[config.mk]
export PLATFORM = sky130hd
export DESIGN_NAME = ts_dram_cycle
export DESIGN_NICKNAME = d
export VERILOG_FILES = /design/src/rtl/video_ts_pkg.sv /design/src/rtl/ts_dram_cycle.sv
export SDC_FILE = /design/constraint.sdc
export NUM_CORES = 1
export LEC_CHECK = 0
export BUFFER_PORTS_ARGS = -buffer_cell sky130_fd_sc_hd__buf_2
export CAP_MARGIN = 20
export CORE_UTILIZATION = 33
export CTS_CLUSTER_SIZE = 20
export DETAILED_ROUTE_END_ITERATION = 10
export GPL_TIMING_DRIVEN = 0
export HOLD_SLACK_MARGIN = 0.12
export PLACE_DENSITY = 0.73
export SLEW_MARGIN = 10
export SYNTH_ARGS = -nofsm -noshare
export SYNTH_HDL_FRONTEND = slang
export SYNTH_SLANG_ARGS = --single-unit
[constraint.sdc]
create_clock -name clk -period 1.2 [get_ports clk]
set_clock_uncertainty 0.15 [all_clocks]
set_input_delay 0.24 -clock clk [delete_from_list [all_inputs] [get_ports clk]]
set_output_delay 0.24 -clock clk [all_outputs]
set_load 0.005 [all_outputs]
[src/rtl/video_ts_pkg.sv]
`default_nettype none

package video_ts_pkg;

    // ts-line address, also the sprite x coordinate
    typedef logic [8:0] ts_addr_t;

    // ts-line entry is palette over pixel
    typedef logic [7:0] ts_data_t;

    // one 4-bit pixel index
    typedef logic [3:0] pix_t;

    // palette selector, upper nibble of the color index
    typedef logic [3:0] pal_t;

    // word address into dram
    // page[7:3], line, dword, word bit from msb down
    typedef logic [20:0] dram_addr_t;

    typedef logic [15:0] dram_data_t;

    // four phases of one dram cycle
    typedef enum logic [1:0] {c0, c1, c2, c3} dram_phase_t;

endpackage

`default_nettype wire

[src/rtl/ts_dram_cycle.sv]
`timescale 1ns/1ps
`default_nettype none

module ts_dram_cycle
(
    input  wire                             clk,
    input  wire                             reset,

    // renderer side
    input  wire                             dram_req,
    input  wire  video_ts_pkg::dram_addr_t  dram_addr,
    output logic                            dram_pre_next,
    output logic                            dram_next,
    output video_ts_pkg::dram_data_t        dram_rdata,
    output logic                            slot_c2,

    // external memory
    output video_ts_pkg::dram_addr_t        mem_addr,
    output logic                            mem_rd,
    input  wire  video_ts_pkg::dram_data_t  mem_rdata
);

    video_ts_pkg::dram_phase_t  phase;
    logic                       grant;
    logic                       cyc_rd;

    // free running phase counter
    always_ff @(posedge clk)
    begin
        if (reset)
            phase <= video_ts_pkg::c0;
        else
            case (phase)
                video_ts_pkg::c0: phase <= video_ts_pkg::c1;
                video_ts_pkg::c1: phase <= video_ts_pkg::c2;
                video_ts_pkg::c2: phase <= video_ts_pkg::c3;
                default:          phase <= video_ts_pkg::c0;
            endcase
    end

    // request sampled at c3 owns the next cycle
    always_ff @(posedge clk)
    begin
        if (reset)
            grant <= 1'b0;
        else if (phase == video_ts_pkg::c3)
            grant <= dram_req;
    end

    // read strobe at c1, data back at c2
    always_ff @(posedge clk)
    begin
        if (reset)
        begin
            cyc_rd    <= 1'b0;
            dram_next <= 1'b0;
        end
        else
        begin
            cyc_rd    <= grant && (phase == video_ts_pkg::c0);
            dram_next <= cyc_rd;
        end
    end

    always_ff @(posedge clk)
    begin
        if (grant && (phase == video_ts_pkg::c0))
            mem_addr <= dram_addr;
    end

    assign mem_rd        = cyc_rd;
    assign dram_pre_next = cyc_rd;
    assign dram_rdata    = mem_rdata;

    // task launch slot for the queue
    assign slot_c2 = (phase == video_ts_pkg::c2);

endmodule

`default_nettype wire

# Yosys cells after proc, flatten, opt, wreduce, memory -nomap -nowiden
# Index checks and enable logic that the tools add are counted.
# classes
n_eq_ne	3
muxes	1
reduce_logical	2
# ops
operator	count
$pmux 2 s3	1
$eq 2x2->1 const B	2
$eq 2x1->1 const B	1
$logic_not 2->1	1
$logic_and 1x1->1	1
# totals
regBits	26
output_inout_bits	41

# Depth between registers and ports, before layout
# logic_depth
ltp_word	2
mapped_depth	4

# Worst setup path after synthesis
# Ideal clock, no wire load.
# synth_path
path_kind	register -> register
startpoint	register phase[0]
endpoint	register mem_addr[0], enable pin
setup_ns	0.322
t_arrival_ns	0.787
required_time_ns	0.728
setup_slack_ns	-0.059
path_stages_with_launch	4
synth_period_minus_slack_ns	1.259
cell_sequence	dfxtp_1 > inv_1 > ha_1 > and2_4
# synth_between
elab_chain_len	2
# synth_lines
item	line_no	source
start: declaration	ts_dram_cycle.sv:23	video_ts_pkg::dram_phase_t phase;
start signal: assignment	ts_dram_cycle.sv:31	phase <= video_ts_pkg::c0;
start signal: assignment	ts_dram_cycle.sv:34	video_ts_pkg::c0: phase <= video_ts_pkg::c1;
start signal: assignment	ts_dram_cycle.sv:35	video_ts_pkg::c1: phase <= video_ts_pkg::c2;
$logic_not 2->1	ts_dram_cycle.sv:67	if (grant && (phase == video_ts_pkg::c0))
$logic_and 1x1->1	ts_dram_cycle.sv:67	
end signal: assignment	ts_dram_cycle.sv:68	mem_addr <= dram_addr;
end: declaration	ts_dram_cycle.sv:18	output video_ts_pkg::dram_addr_t mem_addr,
# No other way between the ends.
# A chain may end at the register's enable or synchronous reset.

# Final worst setup path
# layout_path
startpoint	register phase[0]
endpoint	output port slot_c2
# layout_between
elab_chain_len	1
# layout_lines
item	line_no	source
$eq 2x2->1	ts_dram_cycle.sv:76	assign slot_c2 = (phase == video_ts_pkg::c2);
end: declaration	ts_dram_cycle.sv:15	output logic slot_c2,
# No other way between the ends.

==> impl_metrics.csv <==
group,metric,value,unit
detailed_routing,ant_nets,0,
detailed_routing,drc,0,
timing,fin_hold_ws,376,ps
worst_setup_path,arrival,1000,ps
logic_synthesis,synthesis.instances,56,
worst_setup_path,cp.required,810,ps
place,port_buffers,64,
timing,hold_violations,0,
finish,antennaDiodeCount,0,
clock_tree,root_buffer,"clkbuf_4",
logic_synthesis,synth_nets,99,
floorplan,die_x,55.9,um
finish,final_cell_mix,"buf_2, dlygate4sd3_1, edfxtp_1",
timing,rsz0062_at_grt,"true",
run,max_cap_violations,0,
timing,fin_crit,1390,ps
logic_synthesis,synth_area,960,um2
finish,final_common_cell,"buf_2",
run_status,failed_checks,"setup timing",
power_and_ir_drop,p_sw,0.434,mW
detailed_routing,wl_per_cell,12.1,um
place,dp.cells,151,
power_and_ir_drop,clockPowerShare,0.281,
detailed_routing,drt_iter0_markers,10,
power_and_ir_drop,seqPwrFrac,0.518,
timing,fin_ws,-188,ps
grt,antenna_found_initial,0,
worst_setup_path,critPathKind,"reg2out",
power_and_ir_drop,p_int,1.64,mW
clock_tree,clk_pin_slew,140,ps
logic_synthesis,syn_area_per_cell,17.1,um2
floorplan,die-area,3130,um2
power_and_ir_drop,pwr-share-comb,0.201,
timing,slew_headroom,0.859,
timing,tns,-2470,ps
timing,tightest_slew,211,ps
detailed_routing,wl,2220,um
finish,num-fill-cells,212,
clock_tree,insertion_delay,310,ps
floorplan,num_rows,19,
grt,grt_pass1_vias,782,
grt,grt_usage,0.149,
clock_tree,h-tree-depth,1,
finish,final_cells,183,
floorplan,ios,81,
logic_synthesis,ys_seq_area_frac,0.761,
timing,maxSlewViolCount,0,
worst_setup_path,path_max_fanout,2,
worst_setup_path,endpoint_kind,"output port",
logic_synthesis,synth_warnings,0,
power_and_ir_drop,p_leak,0.771,nW
grt,grt_pass1_wl,3420,um
detailed_routing,vias_per_cell,4.22,
floorplan,die_h,55.9,um
floorplan,start_util,0.348,
power_and_ir_drop,ir_worst_vdd,0.839,mV
logic_synthesis,synth.ff_latch_count,26,
run_status,outcome,"complete, but fails checks",
clock_tree,cts_buffer_depth,2,
place,dp_hpwl,1280,um
timing,period_share,1.16,
grt,grt_max_degree,16,
power_and_ir_drop,swShare,0.209,
timing,max_freq,720,MHz
detailed_routing,vias,772,
timing,finalSetupViolCount,43,
floorplan,core,2760,um2
grt,grt_overflow,0,
finish,drive_above_1_share,0.651,
worst_setup_path,start_kind,"register",
power_and_ir_drop,power.total,2.07,mW
finish,syn_to_final_growth,77.3,%
finish,fin_nets,196,
clock_tree,cts_tree,"built",
power_and_ir_drop,power.density,1220,nW/um2
clock_tree,cts_buffers,3,
clock_tree,cts_sinks,26,
place,gp_congestion,0.681,
logic_synthesis,synth.distinct_cells,10,
worst_hold_path,hold_path_class,"reg2reg",
detailed_routing,drt_pass1_iterations,2,
-- what timing repair did --
| action | in CTS | in global routing |
|---|---|---|
| setup buffers | 1 | 1 |
| cloned | 3 | 0 |
| resized for setup | 11 | 2 |
| hold endpoints to repair | 26 | 0 |
| pin swaps | 1 | 0 |
| endpoints found under the setup margin | 46 | 45 |
| hold buffers | 23 | 0 |
-- registers in the layout, summed over array words and instances, names as in the netlist --
| register | count |
|---|---|
| mem_addr | 21 |
| grant | 1 |
| dram_pre_next | 1 |
| phase | 2 |
| dram_next | 1 |
-- layout make-up --
| type | instances | area, um2 | area share |
|---|---|---|---|
| sequential | 26 | 739 | 0.435 |
| timing repair buffer | 89 | 584 | 0.343 |
| multi-input combinational | 14 | 145 | 0.0853 |
| buffer | 17 | 131 | 0.0772 |
| tap | 31 | 38.8 | 0.0228 |
| clock inverter | 1 | 30.0 | 0.0176 |
| clock buffer | 3 | 22.5 | 0.0132 |
| inverter | 2 | 10.0 | 0.00588 |
-- logic make-up after synthesis --
kind of cell / count (synthesis) / synth area share
DFF: 26 / 0.761
buffers and inverters: 19 / 0.141
adders and majority gates: 3 / 0.0391
and+or+nand+nor: 7 / 0.0482
muxes: 1 / 0.0104
-- power groups by stage --
stage | registers, mW | logic, mW | clock network [mW]
4_1_cts | 1.08 | 0.402 | 0.604
6_report | 1.07 | 0.417 | 0.582
3_3_place_gp | 1.08 | 0.251 | 0
5_1_grt | 1.08 | 0.453 | 0.647
2_1_floorplan | 1.08 | 0.145 | 0
3_5_place_dp | 1.08 | 0.261 | 0
-- synthesized netlist by cell type, drive strengths merged --
| cell | instances | area (um2) |
|---|---|---|
| buf | 17 | 128 |
| and2 | 1 | 8.76 |
| inv | 2 | 7.51 |
| dfxtp | 5 | 100 |
| edfxtp | 21 | 631 |
| mux2i | 1 | 10.0 |
| nor2 | 3 | 11.3 |
| ha | 3 | 37.5 |
| nor2b | 3 | 26.3 |
-- routing by layer --
layer | part of all wire | track usage | up-vias
met2 | 0.53 | 0.287 | 50
met4 | 0.0072 | 0.0523 | 0
met5 | 0 | 0 | -
li1 | - | - | 369
met3 | 0.091 | 0.0465 | 2
met1 | 0.37 | 0.147 | 351
-- through the flow --
| step | cell area [um2] | setup WS [ps] | util |
|---|---|---|---|
| after CTS | 1690 | -212 | 0.611 |
| after global routing | 1700 | -243 | 0.617 |
| after detailed placement | 1330 | -121 | 0.484 |
| after floorplan | 975 | -25.5 | - |
| after global placement | 1330 | -102 | 0.484 |
| final | 1700 | -188 | 0.617 |
-- worst max-delay path, cell delays in order (launching register included) --
cell	delay (ps)
dfxtp_2	380
inv_4	40
ha_4	150
buf_6	110
-- final timing paths --
kind                               endpoint  depth (start not counted)           from  slack (ps)
worst min-delay path              dram_next                          1  dram_pre_next         380
worst min register to register    dram_next                          1  dram_pre_next         380
worst max-delay path                slot_c2                          3       phase[0]        -190
worst max register to register  mem_addr[2]                          4       phase[0]        -100
(Power assumes the default switching activity.)
