--- src/rtl/video_ts_pkg.sv ---
`default_nettype none

package video_ts_pkg;

    // ts-line address, also the sprite x coordinate
    typedef logic [8:0] ts_addr_t;

    // ts-line entry is palette over pixel
    typedef logic [7:0] ts_data_t;

    // one 4-bit pixel index
    typedef logic [3:0] pix_t;

    // palette selector, upper nibble of the color index
    typedef logic [3:0] pal_t;

    // word address into dram
    // page[7:3], line, dword, word bit from msb down
    typedef logic [20:0] dram_addr_t;

    typedef logic [15:0] dram_data_t;

    // four phases of one dram cycle
    typedef enum logic [1:0] {c0, c1, c2, c3} dram_phase_t;

endpackage

`default_nettype wire

--- src/rtl/ts_task_queue.sv ---
`timescale 1ns/1ps
`default_nettype none

module ts_task_queue
#(
    parameter int TASK_DEPTH = 4
)
(
    input  wire                             clk,
    input  wire                             reset,

    // push side
    input  wire                             push,
    input  wire  [7:0]                      push_page,
    input  wire  [8:0]                      push_line,
    input  wire  [5:0]                      push_addr,
    input  wire  video_ts_pkg::ts_addr_t    push_x_coord,
    input  wire  [2:0]                      push_x_size,
    input  wire                             push_flip,
    input  wire  video_ts_pkg::pal_t        push_pal,
    output logic                            full,

    // renderer side
    input  wire                             mem_rdy,
    input  wire                             slot_c2,
    output logic                            tsr_go,
    output logic [7:0]                      head_page,
    output logic [8:0]                      head_line,
    output logic [5:0]                      head_addr,
    output video_ts_pkg::ts_addr_t          head_x_coord,
    output logic [2:0]                      head_x_size,
    output logic                            head_flip,
    output video_ts_pkg::pal_t              head_pal,

    output logic                            idle
);

    localparam int PTR_W  = (TASK_DEPTH > 1) ? $clog2(TASK_DEPTH) : 1;
    localparam int CNT_W  = $clog2(TASK_DEPTH + 1);
    localparam int TASK_W = 40;

    logic [TASK_W-1:0]  fifo_mem [TASK_DEPTH];
    logic [PTR_W-1:0]   wr_ptr;
    logic [PTR_W-1:0]   rd_ptr;
    logic [CNT_W-1:0]   count;
    logic               empty;
    logic               do_push;
    logic [2:0]         drain_cnt;

    assign empty = (count == '0);
    assign full  = (count == CNT_W'(TASK_DEPTH));

    // push into a full queue is lost
    assign do_push = push && !full;

    // launch only in the c2 slot so the renderer meets its grant
    assign tsr_go = !empty && mem_rdy && slot_c2;

    // storage, no reset
    always_ff @(posedge clk)
    begin
        if (do_push)
            fifo_mem[wr_ptr] <= {push_page, push_line, push_addr, push_x_coord,
                                 push_x_size, push_flip, push_pal};
    end

    assign {head_page, head_line, head_addr, head_x_coord,
            head_x_size, head_flip, head_pal} = fifo_mem[rd_ptr];

    always_ff @(posedge clk)
    begin
        if (reset)
        begin
            wr_ptr <= '0;
            rd_ptr <= '0;
        end
        else
        begin
            if (do_push)
                wr_ptr <= (wr_ptr == PTR_W'(TASK_DEPTH - 1)) ? '0 : wr_ptr + 1'b1;
            if (tsr_go)
                rd_ptr <= (rd_ptr == PTR_W'(TASK_DEPTH - 1)) ? '0 : rd_ptr + 1'b1;
        end
    end

    always_ff @(posedge clk)
    begin
        if (reset)
            count <= '0;
        else
            case ({do_push, tsr_go})
                2'b10:   count <= count + 1'b1;
                2'b01:   count <= count - 1'b1;
                default: count <= count;
            endcase
    end

    // mem_rdy rises four pixels early
    // wait for the last word to drain into the line
    always_ff @(posedge clk)
    begin
        if (reset)
            drain_cnt <= 3'd4;
        else if (!mem_rdy || tsr_go)
            drain_cnt <= 3'd0;
        else if (drain_cnt != 3'd4)
            drain_cnt <= drain_cnt + 3'd1;
    end

    assign idle = empty && mem_rdy && (drain_cnt == 3'd4);

endmodule

`default_nettype wire

--- config.mk ---
export PLATFORM = sky130hd
export DESIGN_NAME = ts_task_queue
export DESIGN_NICKNAME = d
export VERILOG_FILES = /design/src/rtl/video_ts_pkg.sv /design/src/rtl/ts_task_queue.sv
export SDC_FILE = /design/constraint.sdc
export NUM_CORES = 1
export LEC_CHECK = 0
export ABC_AREA = 1
export ABC_CLOCK_PERIOD_IN_PS = 3450
export BUFFER_PORTS_ARGS = -buffer_cell sky130_fd_sc_hd__buf_2
export CAP_MARGIN = 10
export CORE_MARGIN = 5
export CORE_UTILIZATION = 45
export CTS_CLUSTER_DIAMETER = 60
export DETAILED_ROUTE_END_ITERATION = 8
export GPL_TIMING_DRIVEN = 0
export PLACE_DENSITY = 0.74
export SYNTH_ARGS = -nofsm -noshare
export SYNTH_HDL_FRONTEND = slang
export SYNTH_SLANG_ARGS = --single-unit
--- constraint.sdc ---
create_clock -name clk -period 3.45 [get_ports clk]
set_input_delay 0.69 -clock clk [delete_from_list [all_inputs] [get_ports clk]]
set_output_delay 0.69 -clock clk [all_outputs]
set_load 0.02 [all_outputs]
; ---- Yosys cells after proc, flatten, opt, wreduce, memory -nomap -nowiden
; Memory sizes are Yosys's and may differ from the RTL's. A register that Yosys moved wholly into a read port is not among the register bits.
; Cells that the tools add are included.
[totals]
regBits = 10
rom_bits = 0
latch_bits = 0
inputBits = 45
mem_count = 1
out_inout_bits = 43
mem_bits_rw = 160
elab_cells = 40
[op_classes]
eq_ne = 7
shift = 0
mux = 9
n_reduce_logical = 13
addsub = 5
multipliers = 0
magnitude_cmp = 0
bitwise_logic = 0
div = 0
[mem_list]
columns = name, depth, width, read_ports, rd_ports_with_merged_regs, write_ports, line_no
row1 = fifo_mem, 4, 40, 1, 1, 1, ts_task_queue.sv:42  ; logic [TASK_W-1:0] fifo_mem [TASK_DEPTH];
[op_table]
columns = operator, n
row1 = two-way mux 2 bit, 4
row2 = "adder 3 x 1 -> 3 bit, second input constant", 2
row3 = "== test 2 bit, second input constant", 3
row4 = "== test 3 bit, second input constant", 2
row5 = two-way mux 3 bit, 2
row6 = case mux 3 bit (2 select lines), 1
row7 = logical AND 1 bit, 5
row8 = "adder 2 x 1 -> 2 bit, second input constant", 2
row9 = nonzero test 2 bit, 2
row10 = logical NOT 1 bit, 3
row11 = logical NOT 3 bit, 1
row12 = "!= test 3 bit, second input constant", 1
row13 = "subtractor 3 x 1 -> 3 bit, second input constant", 1
row14 = "== test 2 x 1 -> 1 bit, second input constant", 1
row15 = two-way mux 1 bit, 2
row16 = OR reduction 2 bit, 1
row17 = logical OR 1 bit, 1

; ---- Logic depth before layout (Yosys ltp)
[depth]
ltp_word = 6
depth_mapped = 13
depth_no_buf = 13

; ---- Worst setup path before layout
; No wires, ideal clock.
[synth_timing]
path_type = input port to flip-flop
start = input port push
end = memory fifo_mem[0][0] (enable)
path_stages = 2
setup_slack_ns = 0.542
required_ns = 3.013
n_path_buf = 0
arrival_ns = 2.471
setup_time_ns = 0.437
path_cell_list = nand2_2 -> nor2_1
[synth_between]
elab_chain_len = 3
[synth_rtl]
columns = element, line_no
row1 = from (decl), ts_task_queue.sv:13  ; input wire push,
row2 = logical AND 1 bit, ts_task_queue.sv:54  ; assign do_push = push && !full;
row3 = two-way mux 1 bit, ts_task_queue.sv:62  ; if (do_push)
row4 = two-way mux 1 bit (not written as such), ts_task_queue.sv:63  ; fifo_mem[wr_ptr] <= {push_page, push_line, push_addr, push_x_coord,
row5 = to (decl), ts_task_queue.sv:42
; Every way passes these cells.

==> flow_metrics.tcl <==
set metrics [dict create \
    antenna_found_initial 1 \
    grt_pass1_wl_um 22600 \
    cts.clk_slew.worst_paths_ns 0.06 \
    leakagePower_nw 3.06 \
    postPlaceCellArea_mm2 0.00751 \
    area_delta_synth_final_pct 22.1 \
    chipHeight_um 132 \
    path_common_cell "buf_2" \
    wirelength_um 14300 \
    synth_area_leader_cell "edfxtp_1" \
    worstHoldPathType "in2reg" \
    dp_hpwl_um 8920 \
    fin_crit_sh 0.712 \
    yosysSeqAreaShare 0.749 \
    dr_total_vias 4184 \
    cts_resized 0 \
    slew_violations 0 \
    drt-pass1-iter-count 6 \
    holdPathStages 1 \
    slowest_stage "dfxtp_1" \
    final_design_area_no_fill_mm2 0.00822 \
    grt_pass1_vias 4457 \
    synth_cell_type_count 25 \
    synth_edf_count 160 \
    synth_common_cells "edfxtp_1 (160), nor2_1 (95), o21ai_1 (78)" \
    synth_area_per_cell_um2 13.9 \
    antenna_cells 0 \
    nets 648 \
    grt-ovfl-total 0 \
    io-pin-count 88 \
    grt_max_degree 23 \
    power_density_mw_per_mm2 667 \
    tightest_slew_ns 0.693 \
    yosys_warnings 0 \
    antenna_left 0 \
    io_buffers 87 \
    via_per_inst 5.29 \
    cp_num_cells 5 \
    core_area_mm2 0.0146 \
    finClkSkew_ns 0.00821 \
    crit_path_start_kind "flop" \
    required_ns 2.76 \
    cts_buffer_depth 2 \
    ys_top_cells_by_area "edfxtp_1 (71%), o21ai_1 (5.8%), nor2_1 (5.3%), o22ai_1 (3.7%), dfxtp_1 (3.6%)" \
    syn_nets 538 \
    final.setup.worst_slack_ns 0.992 \
    cpLargestDelayFamily "buffers and inverters" \
    min_period_ns 2.46 \
    cts_root_buffer "clkbuf_16" \
    cts_buffers 17 \
    arrival_ns 1.77 \
    min_from "push_page[1]" \
    cp_max_fo 10 \
    place_inst 759 \
    htree_levels 4 \
    async_flop_share 0 \
    relSlewSlack 0.537 \
    die_w_um 132 \
    cts_setup_buffers 0 \
    crit_chain "inv_1, buf_2, o21ai_1, o22ai_1, buf_2" \
    initial_utilization 0.462 \
    synth.most_common_cell "edfxtp_1" \
    r2r-start "count[0]" \
    setup_viol 0 \
    synth_top_area_frac 0.713 \
    clock_sinks 172 \
    postCtsHoldBufs 0 \
    criticalPathCategory "reg2out" \
    ys_seq_elements 172 \
    rows 44 \
    rsz0062_at_grt "no" \
    synth.cell_area_mm2 0.00674 \
    die_area_mm2 0.0175 \
    clk-insertion-delay-late_ns 0.43 \
    worstSetupEndpointType "output pin" \
    layout-drive-gt1-share 0.259 \
    place_ws_ns 1.26 \
    reg2regPathDepth 12 \
    max_freq_mhz 407 \
    fin_cells 791 \
    gp_congestion 0.758 \
    max-cap-violations 0 \
    yosys_most_used_dff "edfxtp_1" \
    synth_cells 484 \
    outcome "finished clean" \
    cts_tree "yes" \
    max_stage_delay_ns 0.37 \
    wl_per_cell_um 18.1 \
    critPathBufInv 3 \
    ir_drop_mv 0.338 \
    drc_errors 0 \
    grt_usage 0.167 \
    drtIter0Drc 304 \
    finalHoldViolations 0 \
]
-- stage by stage --
stage	TNS, ns	util	hold slack [ns]	power, mW
6_report	0	0.563	0.470	5.49
5_1_grt	0	0.563	0.457	5.68
4_1_cts	0	0.563	0.453	5.52
3_5_place_dp	0	0.515	0.508	3.30
3_3_place_gp	-146.17	0.507	0.484	3.26
2_1_floorplan	0	-	0.471	3.00
-- cell families (layout without fill, tap and decap cells) --
family,Yosys count,count (layout),share of synthesized area
fa+ha+maj,9,9,0.0178
buf+inv,50,173,0.0554
flops,172,172,0.749
xor+xnor,1,1,0.00130
simple gates,125,125,0.0736
compound gates,127,127,0.103
-- layout make-up --
type / instances / area (um2)
inverter: 25 / 106
buffer: 25 / 267
sequential: 172 / 5040
tap: 184 / 230
fill: 1146 / 6370
clock buffer: 22 / 474
multi-input combinational: 262 / 1350
clock inverter: 10 / 235
timing repair buffer: 91 / 515
-- where the power goes --
group	internal, mW	switching (mW)	leakage (nW)
Sequential	2.41	0.0361	1.57
Combinational	0.272	0.530	1.15
Clock	1.49	0.747	0.341
-- worst paths after layout --
path                           to  slack (ns)
setup / recovery  head_x_coord[4]        0.99
hold / removal    fifo_mem[0][33]        0.47
setup reg to reg         count[2]        1.48
hold reg to reg      drain_cnt[1]        0.51
-- cells in the final DEF (no fill, tap or decap), drive strengths merged --
master	netlist	final
clkbuf	0	22
nand3	4	4
nand4	1	1
clkinvlp	0	1
inv	25	25
dfxtp	12	12
o21ai	82	82
buf	25	116
nor3	1	1
nor2	96	96
clkinv	0	2
nand3b	2	2
ha	8	8
o22ai	40	40
nand2	21	21
xor2	1	1
fa	1	1
a21oi	5	5
edfxtp	160	160
bufinv	0	7
-- flip-flops by register name, summed over array words and instances, names as in the netlist, named ones only --
signal	count
fifo_mem	160
count	3
drain_cnt	3
rd_ptr	2
wr_ptr	2
-- layer usage --
metal,GRT usage,part of all wire,vias to the layer above
li1,-,-,1987
met1,0.191,0.39,2046
met2,0.289,0.52,129
met3,0.0527,0.074,20
met4,0.0701,0.016,2
met5,0,0.00091,-
No activity file was read; power rests on OpenSTA's default activity.
