===== config.mk =====
export PLATFORM = sky130hd
export DESIGN_NAME = video_ts_render
export DESIGN_NICKNAME = d
export VERILOG_FILES = /design/src/rtl/video_ts_pkg.sv /design/src/rtl/video_ts_render.sv
export SDC_FILE = /design/constraint.sdc
export NUM_CORES = 1
export LEC_CHECK = 0
export ABC_AREA = 1
export CAP_MARGIN = 20
export CORE_MARGIN = 1
export CORE_UTILIZATION = 40
export DETAILED_ROUTE_END_ITERATION = 8
export DONT_BUFFER_PORTS = 1
export SLEW_MARGIN = 20
export SYNTH_ARGS = -nofsm -noshare
export SYNTH_HDL_FRONTEND = slang
export SYNTH_SLANG_ARGS = --single-unit
export TNS_END_PERCENT = 5

===== constraint.sdc =====
create_clock -name clk -period 1.7 [get_ports clk]
set_input_delay 0.34 -clock clk [delete_from_list [all_inputs] [get_ports clk]]
set_output_delay 0.34 -clock clk [all_outputs]
set_load 0.005 [all_outputs]

===== src/rtl/video_ts_pkg.sv =====
`default_nettype none

package video_ts_pkg;

    // ts-line address, also the sprite x coordinate
    typedef logic [8:0] ts_addr_t;

    // ts-line entry is palette over pixel
    typedef logic [7:0] ts_data_t;

    // one 4-bit pixel index
    typedef logic [3:0] pix_t;

    // palette selector, upper nibble of the color index
    typedef logic [3:0] pal_t;

    // word address into dram
    // page[7:3], line, dword, word bit from msb down
    typedef logic [20:0] dram_addr_t;

    typedef logic [15:0] dram_data_t;

    // four phases of one dram cycle
    typedef enum logic [1:0] {c0, c1, c2, c3} dram_phase_t;

endpackage

`default_nettype wire


===== src/rtl/video_ts_render.sv =====
`timescale 1ns/1ps
`default_nettype none

module video_ts_render
(
    input  wire                             clk,
    input  wire                             reset,
    input  wire                             line_start,

    // task fields, only sampled with tsr_go
    input  wire  video_ts_pkg::ts_addr_t    x_coord,
    input  wire  [2:0]                      x_size,
    input  wire                             flip,
    input  wire                             tsr_go,
    input  wire  [5:0]                      addr,
    input  wire  [8:0]                      line,
    input  wire  [7:0]                      page,
    input  wire  video_ts_pkg::pal_t        pal,
    output logic                            mem_rdy,

    // ts-line write port
    output video_ts_pkg::ts_addr_t          ts_waddr,
    output video_ts_pkg::ts_data_t          ts_wdata,
    output logic                            ts_we,

    // dram side
    output video_ts_pkg::dram_addr_t        dram_addr,
    output logic                            dram_req,
    input  wire  video_ts_pkg::dram_data_t  dram_rdata,
    input  wire                             dram_pre_next,
    input  wire                             dram_next
);

    logic                       rst;
    logic [4:0]                 cyc;
    logic                       pre_next_ok;
    logic [13:0]                addr_offset;
    video_ts_pkg::dram_addr_t   addr_in;
    video_ts_pkg::dram_addr_t   addr_next;
    video_ts_pkg::dram_addr_t   addr_reg;
    logic [11:0]                data_hold;
    logic [2:0]                 cnt;
    logic                       render_on;
    logic                       tsr_rld;
    logic                       tsr_rld_stb;
    video_ts_pkg::ts_addr_t     x_coord_d;
    video_ts_pkg::pal_t         pal_d;
    logic                       flip_d;
    video_ts_pkg::pal_t         pal_r;
    logic                       flip_r;
    video_ts_pkg::ts_addr_t     ts_waddr_mx;
    video_ts_pkg::ts_addr_t     x_next;
    video_ts_pkg::pix_t         pix;
    video_ts_pkg::pix_t         pix_m [0:3];

    // line start kills the task in flight
    assign rst = reset || line_start;

    // keep asking while a task is loaded
    assign dram_req = tsr_go || !mem_rdy;

    // only page bits 7:3 reach the address
    assign addr_offset = {page[7:3], line};
    assign addr_in     = {addr_offset, addr, 1'b0};

    // renderer stays inside one bitmap line, so only the low 7 bits count
    assign addr_next = {addr_reg[20:7], addr_reg[6:0] + {6'd0, dram_next}};
    assign dram_addr = tsr_go ? addr_in : addr_next;

    always_ff @(posedge clk)
    begin
        addr_reg <= dram_addr;
    end

    // stray grants after an abort are ignored
    assign pre_next_ok = dram_pre_next && !mem_rdy;

    // dram cycle counter
    // two words per 8 pixels, wraps to 5'h1f after the last one
    assign mem_rdy = cyc[4];

    always_ff @(posedge clk)
    begin
        if (rst)
            cyc <= 5'b10000;
        else if (tsr_go)
            cyc <= {1'b0, x_size, 1'b1};
        else if (pre_next_ok)
            cyc <= cyc - 5'd1;
    end

    // hold the three late nibbles of the word
    always_ff @(posedge clk)
    begin
        if (dram_next)
            data_hold <= {dram_rdata[3:0], dram_rdata[15:8]};
    end

    // pixel counter, 4 means stopped
    assign render_on = !cnt[2];

    always_ff @(posedge clk)
    begin
        if (rst)
            cnt <= 3'b100;
        else if (pre_next_ok)
            cnt <= 3'b000;
        else if (render_on)
            cnt <= cnt + 3'd1;
    end

    // new task waits for its first granted cycle
    always_ff @(posedge clk)
    begin
        if (rst)
            tsr_rld <= 1'b0;
        else if (tsr_go)
            tsr_rld <= 1'b1;
        else if (pre_next_ok)
            tsr_rld <= 1'b0;
    end

    assign tsr_rld_stb = tsr_rld && pre_next_ok;

    // flipped sprites start at the far end
    always_ff @(posedge clk)
    begin
        if (tsr_go)
        begin
            x_coord_d <= x_coord + (flip ? {3'b000, x_size, 3'b111} : 9'd0);
            pal_d     <= pal;
            flip_d    <= flip;
        end
    end

    // previous task keeps its palette up to its last pixel
    always_ff @(posedge clk)
    begin
        if (tsr_rld_stb)
        begin
            pal_r  <= pal_d;
            flip_r <= flip_d;
        end
    end

    // +1 or -1 per pixel
    assign x_next = ts_waddr + {{8{flip_r}}, 1'b1};

    always_comb
    begin
        if (tsr_rld_stb)
            ts_waddr_mx = x_coord_d;
        else if (render_on)
            ts_waddr_mx = x_next;
        else
            ts_waddr_mx = ts_waddr;
    end

    always_ff @(posedge clk)
    begin
        ts_waddr <= ts_waddr_mx;
    end

    // first pixel comes straight off the bus
    assign pix_m[0] = dram_rdata[7:4];
    assign pix_m[1] = data_hold[11:8];
    assign pix_m[2] = data_hold[7:4];
    assign pix_m[3] = data_hold[3:0];

    assign pix = pix_m[cnt[1:0]];

    // zero pixel is transparent
    assign ts_we    = render_on && |pix;
    assign ts_wdata = {pal_r, pix};

endmodule

`default_nettype wire


======== After elaboration in Yosys (flattened, before gate mapping) ========
Cells that the tools add are included.
storage, ports and cells
  flip-flop bits (word level) ............. 70
  logic and storage cells ................. 43
operators by class
  bitwise gates (word level) .............. 1
  $add $sub $neg .......................... 5
  magnitude comparators ................... 1
  multiplexer cells ....................... 13
  reductions and logical operators ........ 10
  equal/unequal tests ..................... 1
operator list
  operator                                                  number
  two-way mux 21 bit                                        1
  two-way mux 9 bit                                         2
  two-way mux 5 bit                                         2
  adder 9 x 6 -> 9 bit                                      1
  adder 9 bit                                               1
  binary-select mux 4 bit (select 2 bit)                    1
  two-way mux 4 bit                                         2
  adder 7 x 1 -> 7 bit                                      1
  two-way mux 3 bit                                         2
  two-way mux 6 bit                                         1
  subtractor 5 x 1 -> 5 bit, second input constant          1
  OR reduction 4 bit                                        1
  adder 3 x 1 -> 3 bit, second input constant               1
  greater-or-equal comparator 3 bit, second input constant  1
  logical AND 1 bit                                         3
  NOT 2 -> 3 bit                                            1
  logical NOT 1 bit                                         2
  logical OR 1 bit                                          2
  two-way mux 1 bit                                         2
  inequality test 2 x 1 -> 1 bit, second input constant     1
  nonzero test 2 bit                                        1
  OR reduction 2 bit                                        1

======== Logic depth before layout (Yosys ltp) ========
  word-level depth ........................ 6
  depth in mapped cells ................... 10
  depth with buffers taken out ............ 10

======== Worst setup path before layout ========
No wires, ideal clock.
  path kind ............................... register -> register
  start ................................... register flip_r
  end ..................................... register ts_waddr[6] (data pin)
  period minus slack after synthesis ...... 1654 ps
  path slack .............................. 46 ps
  arrival ................................. 1401 ps
  data required time ...................... 1447 ps
  stages on the path, launching flop included .. 11
  setup time .............................. 253 ps
  cells stage by stage .................... edfxtp_1 inv_1 fa_1 inv_1 nand2_1 nand2_1 nand3b_1 nand2_1 nand2_1 nand3_1 nand2_1
on the way
  longest elaborated chain between the ends .. 3
ends and longest elaborated chain
  item                    RTL line                RTL
  start, declared         video_ts_render.sv:50   logic flip_r;
  start signal, assigned  video_ts_render.sv:142  flip_r <= flip_d;
  adder 9 bit             video_ts_render.sv:147  assign x_next = ts_waddr + {{8{flip_r}}, 1'b1};
  two-way mux 9 bit       video_ts_render.sv:153  else if (render_on)
  two-way mux 9 bit       video_ts_render.sv:151  if (tsr_rld_stb)
  via ts_waddr_mx[6]      video_ts_render.sv:51   video_ts_pkg::ts_addr_t ts_waddr_mx;
  end signal, assigned    video_ts_render.sv:161  ts_waddr <= ts_waddr_mx;
  end, declared           video_ts_render.sv:22   output video_ts_pkg::ts_addr_t ts_waddr,
The timed path passes the listed nets, and every way through them passes these cells. The select of a mux whose other input is x is not followed.
A chain may end at the register's enable or synchronous reset.

======== Worst setup path after layout ========
  start ................................... register addr_reg[0]
  end ..................................... output dram_addr[6]
on the way
  longest elaborated chain between the ends .. 2
ends and longest elaborated chain
  item                    RTL line               RTL
  start, declared         video_ts_render.sv:40  video_ts_pkg::dram_addr_t addr_reg;
  start signal, assigned  video_ts_render.sv:72  addr_reg <= dram_addr;
  adder 7 x 1 -> 7 bit    video_ts_render.sv:67  assign addr_next = {addr_reg[20:7], addr_reg[6:0] + {6'd0, dram_next}};
  two-way mux 21 bit      video_ts_render.sv:68  assign dram_addr = tsr_go ? addr_in : addr_next;
  end, declared           video_ts_render.sv:27  output video_ts_pkg::dram_addr_t dram_addr,
Every way passes these cells.

==> results by group <==
Critical path
  • Crit path max-delay cell type: dfxtp_2
  • Worst EP required: roughly 1.4 ns
  • Critical path type: flip-flop to output pin
  • Crit-path most repeated cell: ha_4
  • R2r endpoint: ts_waddr[8]
  • CP max stage delay: roughly 0.34 ns
  • Worst reg2reg path depth: 8
  • Critical Path AT: ~1.4 ns
  • Crit path capture type: output pin
  • Worst Path Buf+Inv: 0
  • Critical path fanouts, max: 4
  • Startpoint Class: flip-flop
  • Worst path cell trace: ha_4 > ha_4 > nand3_2 > nor2_1 > nand3b_1 > a31oi_2
  • Reg2reg start: flip_r
  • Worst R2R Setup Slack: -0.03 ns
  • Crit-path leading delay family: flip-flops

Synth
  • Synth Instances: roughly 380
  • Post-synth ARST share: 0
  • Number of synthesized flops with an enable pin: 40
  • Synth unique cells: 29
  • Mapped Area: between 0.003 and 0.004 mm2
  • Synthesis-stage register bit count: 70
  • Synth Flop Type: edfxtp_1
  • Syn_area_per_cell: 8.76 um2
  • Ys Warns: 0
  • Sequential fraction of the synthesis area: 0.535
  • Commonest cells in the netlist: nand2_1, inv_1, edfxtp_1
  • Dominant cells by area after synthesis: edfxtp_1, dfxtp_1, nand2_1, ha_1, nand3_1
  • Synth top area share: 0.357
  • Most frequent cell after synthesis: nand2_1
  • Post-Syn Nets: between 400 and 500
  • Post-synth top area cell: edfxtp_1

Power and ir drop
  • Switching share of power: 0.235
  • Part of the power in combinational logic: 0.080
  • Sequential power share: 0.537
  • Clock share of power: 0.383
  • Sw Pwr: 862 uW
  • Worst vdd ir: about 0.00046 V
  • Cell internal pwr: between 2000 and 3000 uW
  • Power per Cell Area: 927 mW/mm2
  • P_leak: 0.00179 uW
  • Tot Pwr: about 3700 uW

Clock tree
  • Clk sinks: 70
  • Clk Latency, worst-skew pair: approximately 0.34 ns
  • Root cell of the clock tree: clkbuf_8
  • CTS H-tree lvls: 3
  • CTS tree: yes
  • Post-CTS setup buffer count: 0
  • Post-CTS Hold Fix Bufs: 0
  • Clock Tree Buf Depth: 2
  • Clock transition at path regs: 0.08 ns
  • CTS Buf Count: 9

Hold path
  • Hold Crit Start: pal[2]
  • Worst hold path stage count: 0
  • Hold Path End: pal_d[2]
  • Min-Delay Path Class: input pin to flip-flop

STA
  • Final period demand of the worst path: about 1.8 ns
  • Maximum clock frequency: roughly 560 MHz
  • Final setup margin: -0.0796 ns
  • Relative slew slack: 0.718
  • Slew Viols, Final: 0
  • Crit share post-route: 1.05
  • Worst Max-Slew Pin Slew: between 0.4 and 0.5 ns
  • Worst Skew: 0.00773 ns
  • Final hold vios: 0
  • Unrepaired setup endpoints after global routing: true
  • Final setup viols: 3

Placement
  • Dpl hpwl: between 4000 and 5000 um
  • Placer congestion estimate: 0.845
  • Cell Area, Placed: about 0.0036 mm2
  • Input/output buffers: 0

GRT
  • Remaining global-route overflow: 0
  • Largest net degree at the start of global routing: 41
  • Tot GR Track Use: 0.154
  • Initial antenna violation count: 0
  • First-pass GRT wire length: between 10,000 and 15,000 um
  • Vias in the first global route: 2,306

Floorplanning
  • Die area: 0.00879 mm2
  • Die Y: between 90 and 100 um
  • Core Rows: 33
  • Initial core utilization: 0.412
  • I/O pin count: around 100
  • Die Width: ~94 um
  • Core area: between 0.008 and 0.009 mm2

Final layout
  • Antenna diodes: 0
  • Area grow syn2layout: 17.4%
  • Nets: ~490
  • Post-route cell area: about 0.004 mm2
  • Share of layout cells above drive strength 1: 0.162
  • Largest register FFs: 21

Routing
  • 1st-iter DRT viols: 86
  • Final WL: 6450 um
  • Drt first pass iters: 4
  • Routed Antenna Nets: 0
  • Total number of vias: 2,493
  • Post-detailed-route wirelength per cell: 12.4 um
  • DRC viols: 0
  • Vias per cell: between 4 and 5

Run status
  • Failing checks: negative setup slack
  • Status: complete, but fails checks

Job
  • Max Cap Viol: 0
## cell type report
class	instances	area (um2)
Clock inverter	3	20.0
Tap cell	105	131
Inverter	47	181
Sequential cell	70	1800
Fill cell	811	4220
Clock buffer	13	193
Timing Repair Buffer	20	158
Multi-Input combinational cell	260	1470
## metal layers
| layer | track usage | vias up | wire, um |
|---|---|---|---|
| met2 | 0.237 | 63 | 3090 |
| met1 | 0.189 | 1124 | 2790 |
| met5 | 0 | - | 0 |
| met3 | 0.0502 | 13 | 411 |
| met4 | 0.0885 | 0 | 153 |
| li1 | - | 1293 | - |
## power by group through the flow
stage | combinational (uW) | clock [uW] | sequential (uW)
5_1_grt | 344 | 1500 | 1980
4_1_cts | 291 | 1440 | 1970
2_1_floorplan | 233 | 0 | 1990
6_report | 293 | 1400 | 1970
3_3_place_gp | 272 | 0 | 2000
3_5_place_dp | 278 | 0 | 2000
## metrics by stage
| step | instances | worst slack [ns] | util | hold slack [ns] | TNS, ns |
|---|---|---|---|---|---|
| 6_report | 518 | -0.0796 | 0.483 | 0.0868 | -0.116 |
| 5_1_grt | 518 | -0.156 | 0.483 | 0.0640 | -0.633 |
| 4_1_cts | 518 | -0.101 | 0.476 | 0.0677 | -0.146 |
| 3_5_place_dp | 502 | -0.0470 | 0.440 | 0.407 | -0.0798 |
| 3_3_place_gp | 502 | -0.0301 | 0.440 | 0.402 | -0.0374 |
| 2_1_floorplan | 384 | 0.0464 | - | 0.400 | 0 |
## how the worst max path moves through the flow
stage | startpoint | endpoint | slack (ns) | depth (start not counted)
after global routing | addr_reg[0] | dram_addr[6] | -0.16 | 6
after CTS | addr_reg[0] | dram_addr[6] | -0.10 | 6
after detailed placement | flip_r | ts_waddr[8] | -0.05 | 8
after global placement | flip_r | ts_waddr[8] | -0.03 | 8
after floorplan | flip_r | ts_waddr[6] | 0.05 | 10
final | addr_reg[0] | dram_addr[6] | -0.08 | 6
## cells in the final DEF, fill, tap and decap left out, types with 4 or more instances in the layout
cell type and n:
nand2_1 139, inv_1 42, edfxtp_1 40, nand3_1 34
dfxtp_1 28, buf_4 18, nor2_1 14, a21oi_1 10
ha_1 10, clkbuf_8 10, xor2_1 7, o21ai_1 7
ha_4 7, nand2_2 5, inv_2 4
## kinds of logic (layout without fill, tap and decap cells)
kind of cell | Yosys count | after routing | synth area share
simple gates | 202 | 202 | 0.250
flops | 70 | 70 | 0.535
buf+inv | 54 | 83 | 0.0669
compound gates | 29 | 29 | 0.0465
fa+ha+maj | 19 | 19 | 0.0751
xor+xnor | 10 | 10 | 0.0260
## timing repair
action	CTS	global route
resized for setup	14	11
setup endpoints to repair	10	11
pin swaps	4	0
gates cloned	0	0
Note: power is estimated with default switching activity, not from simulation.
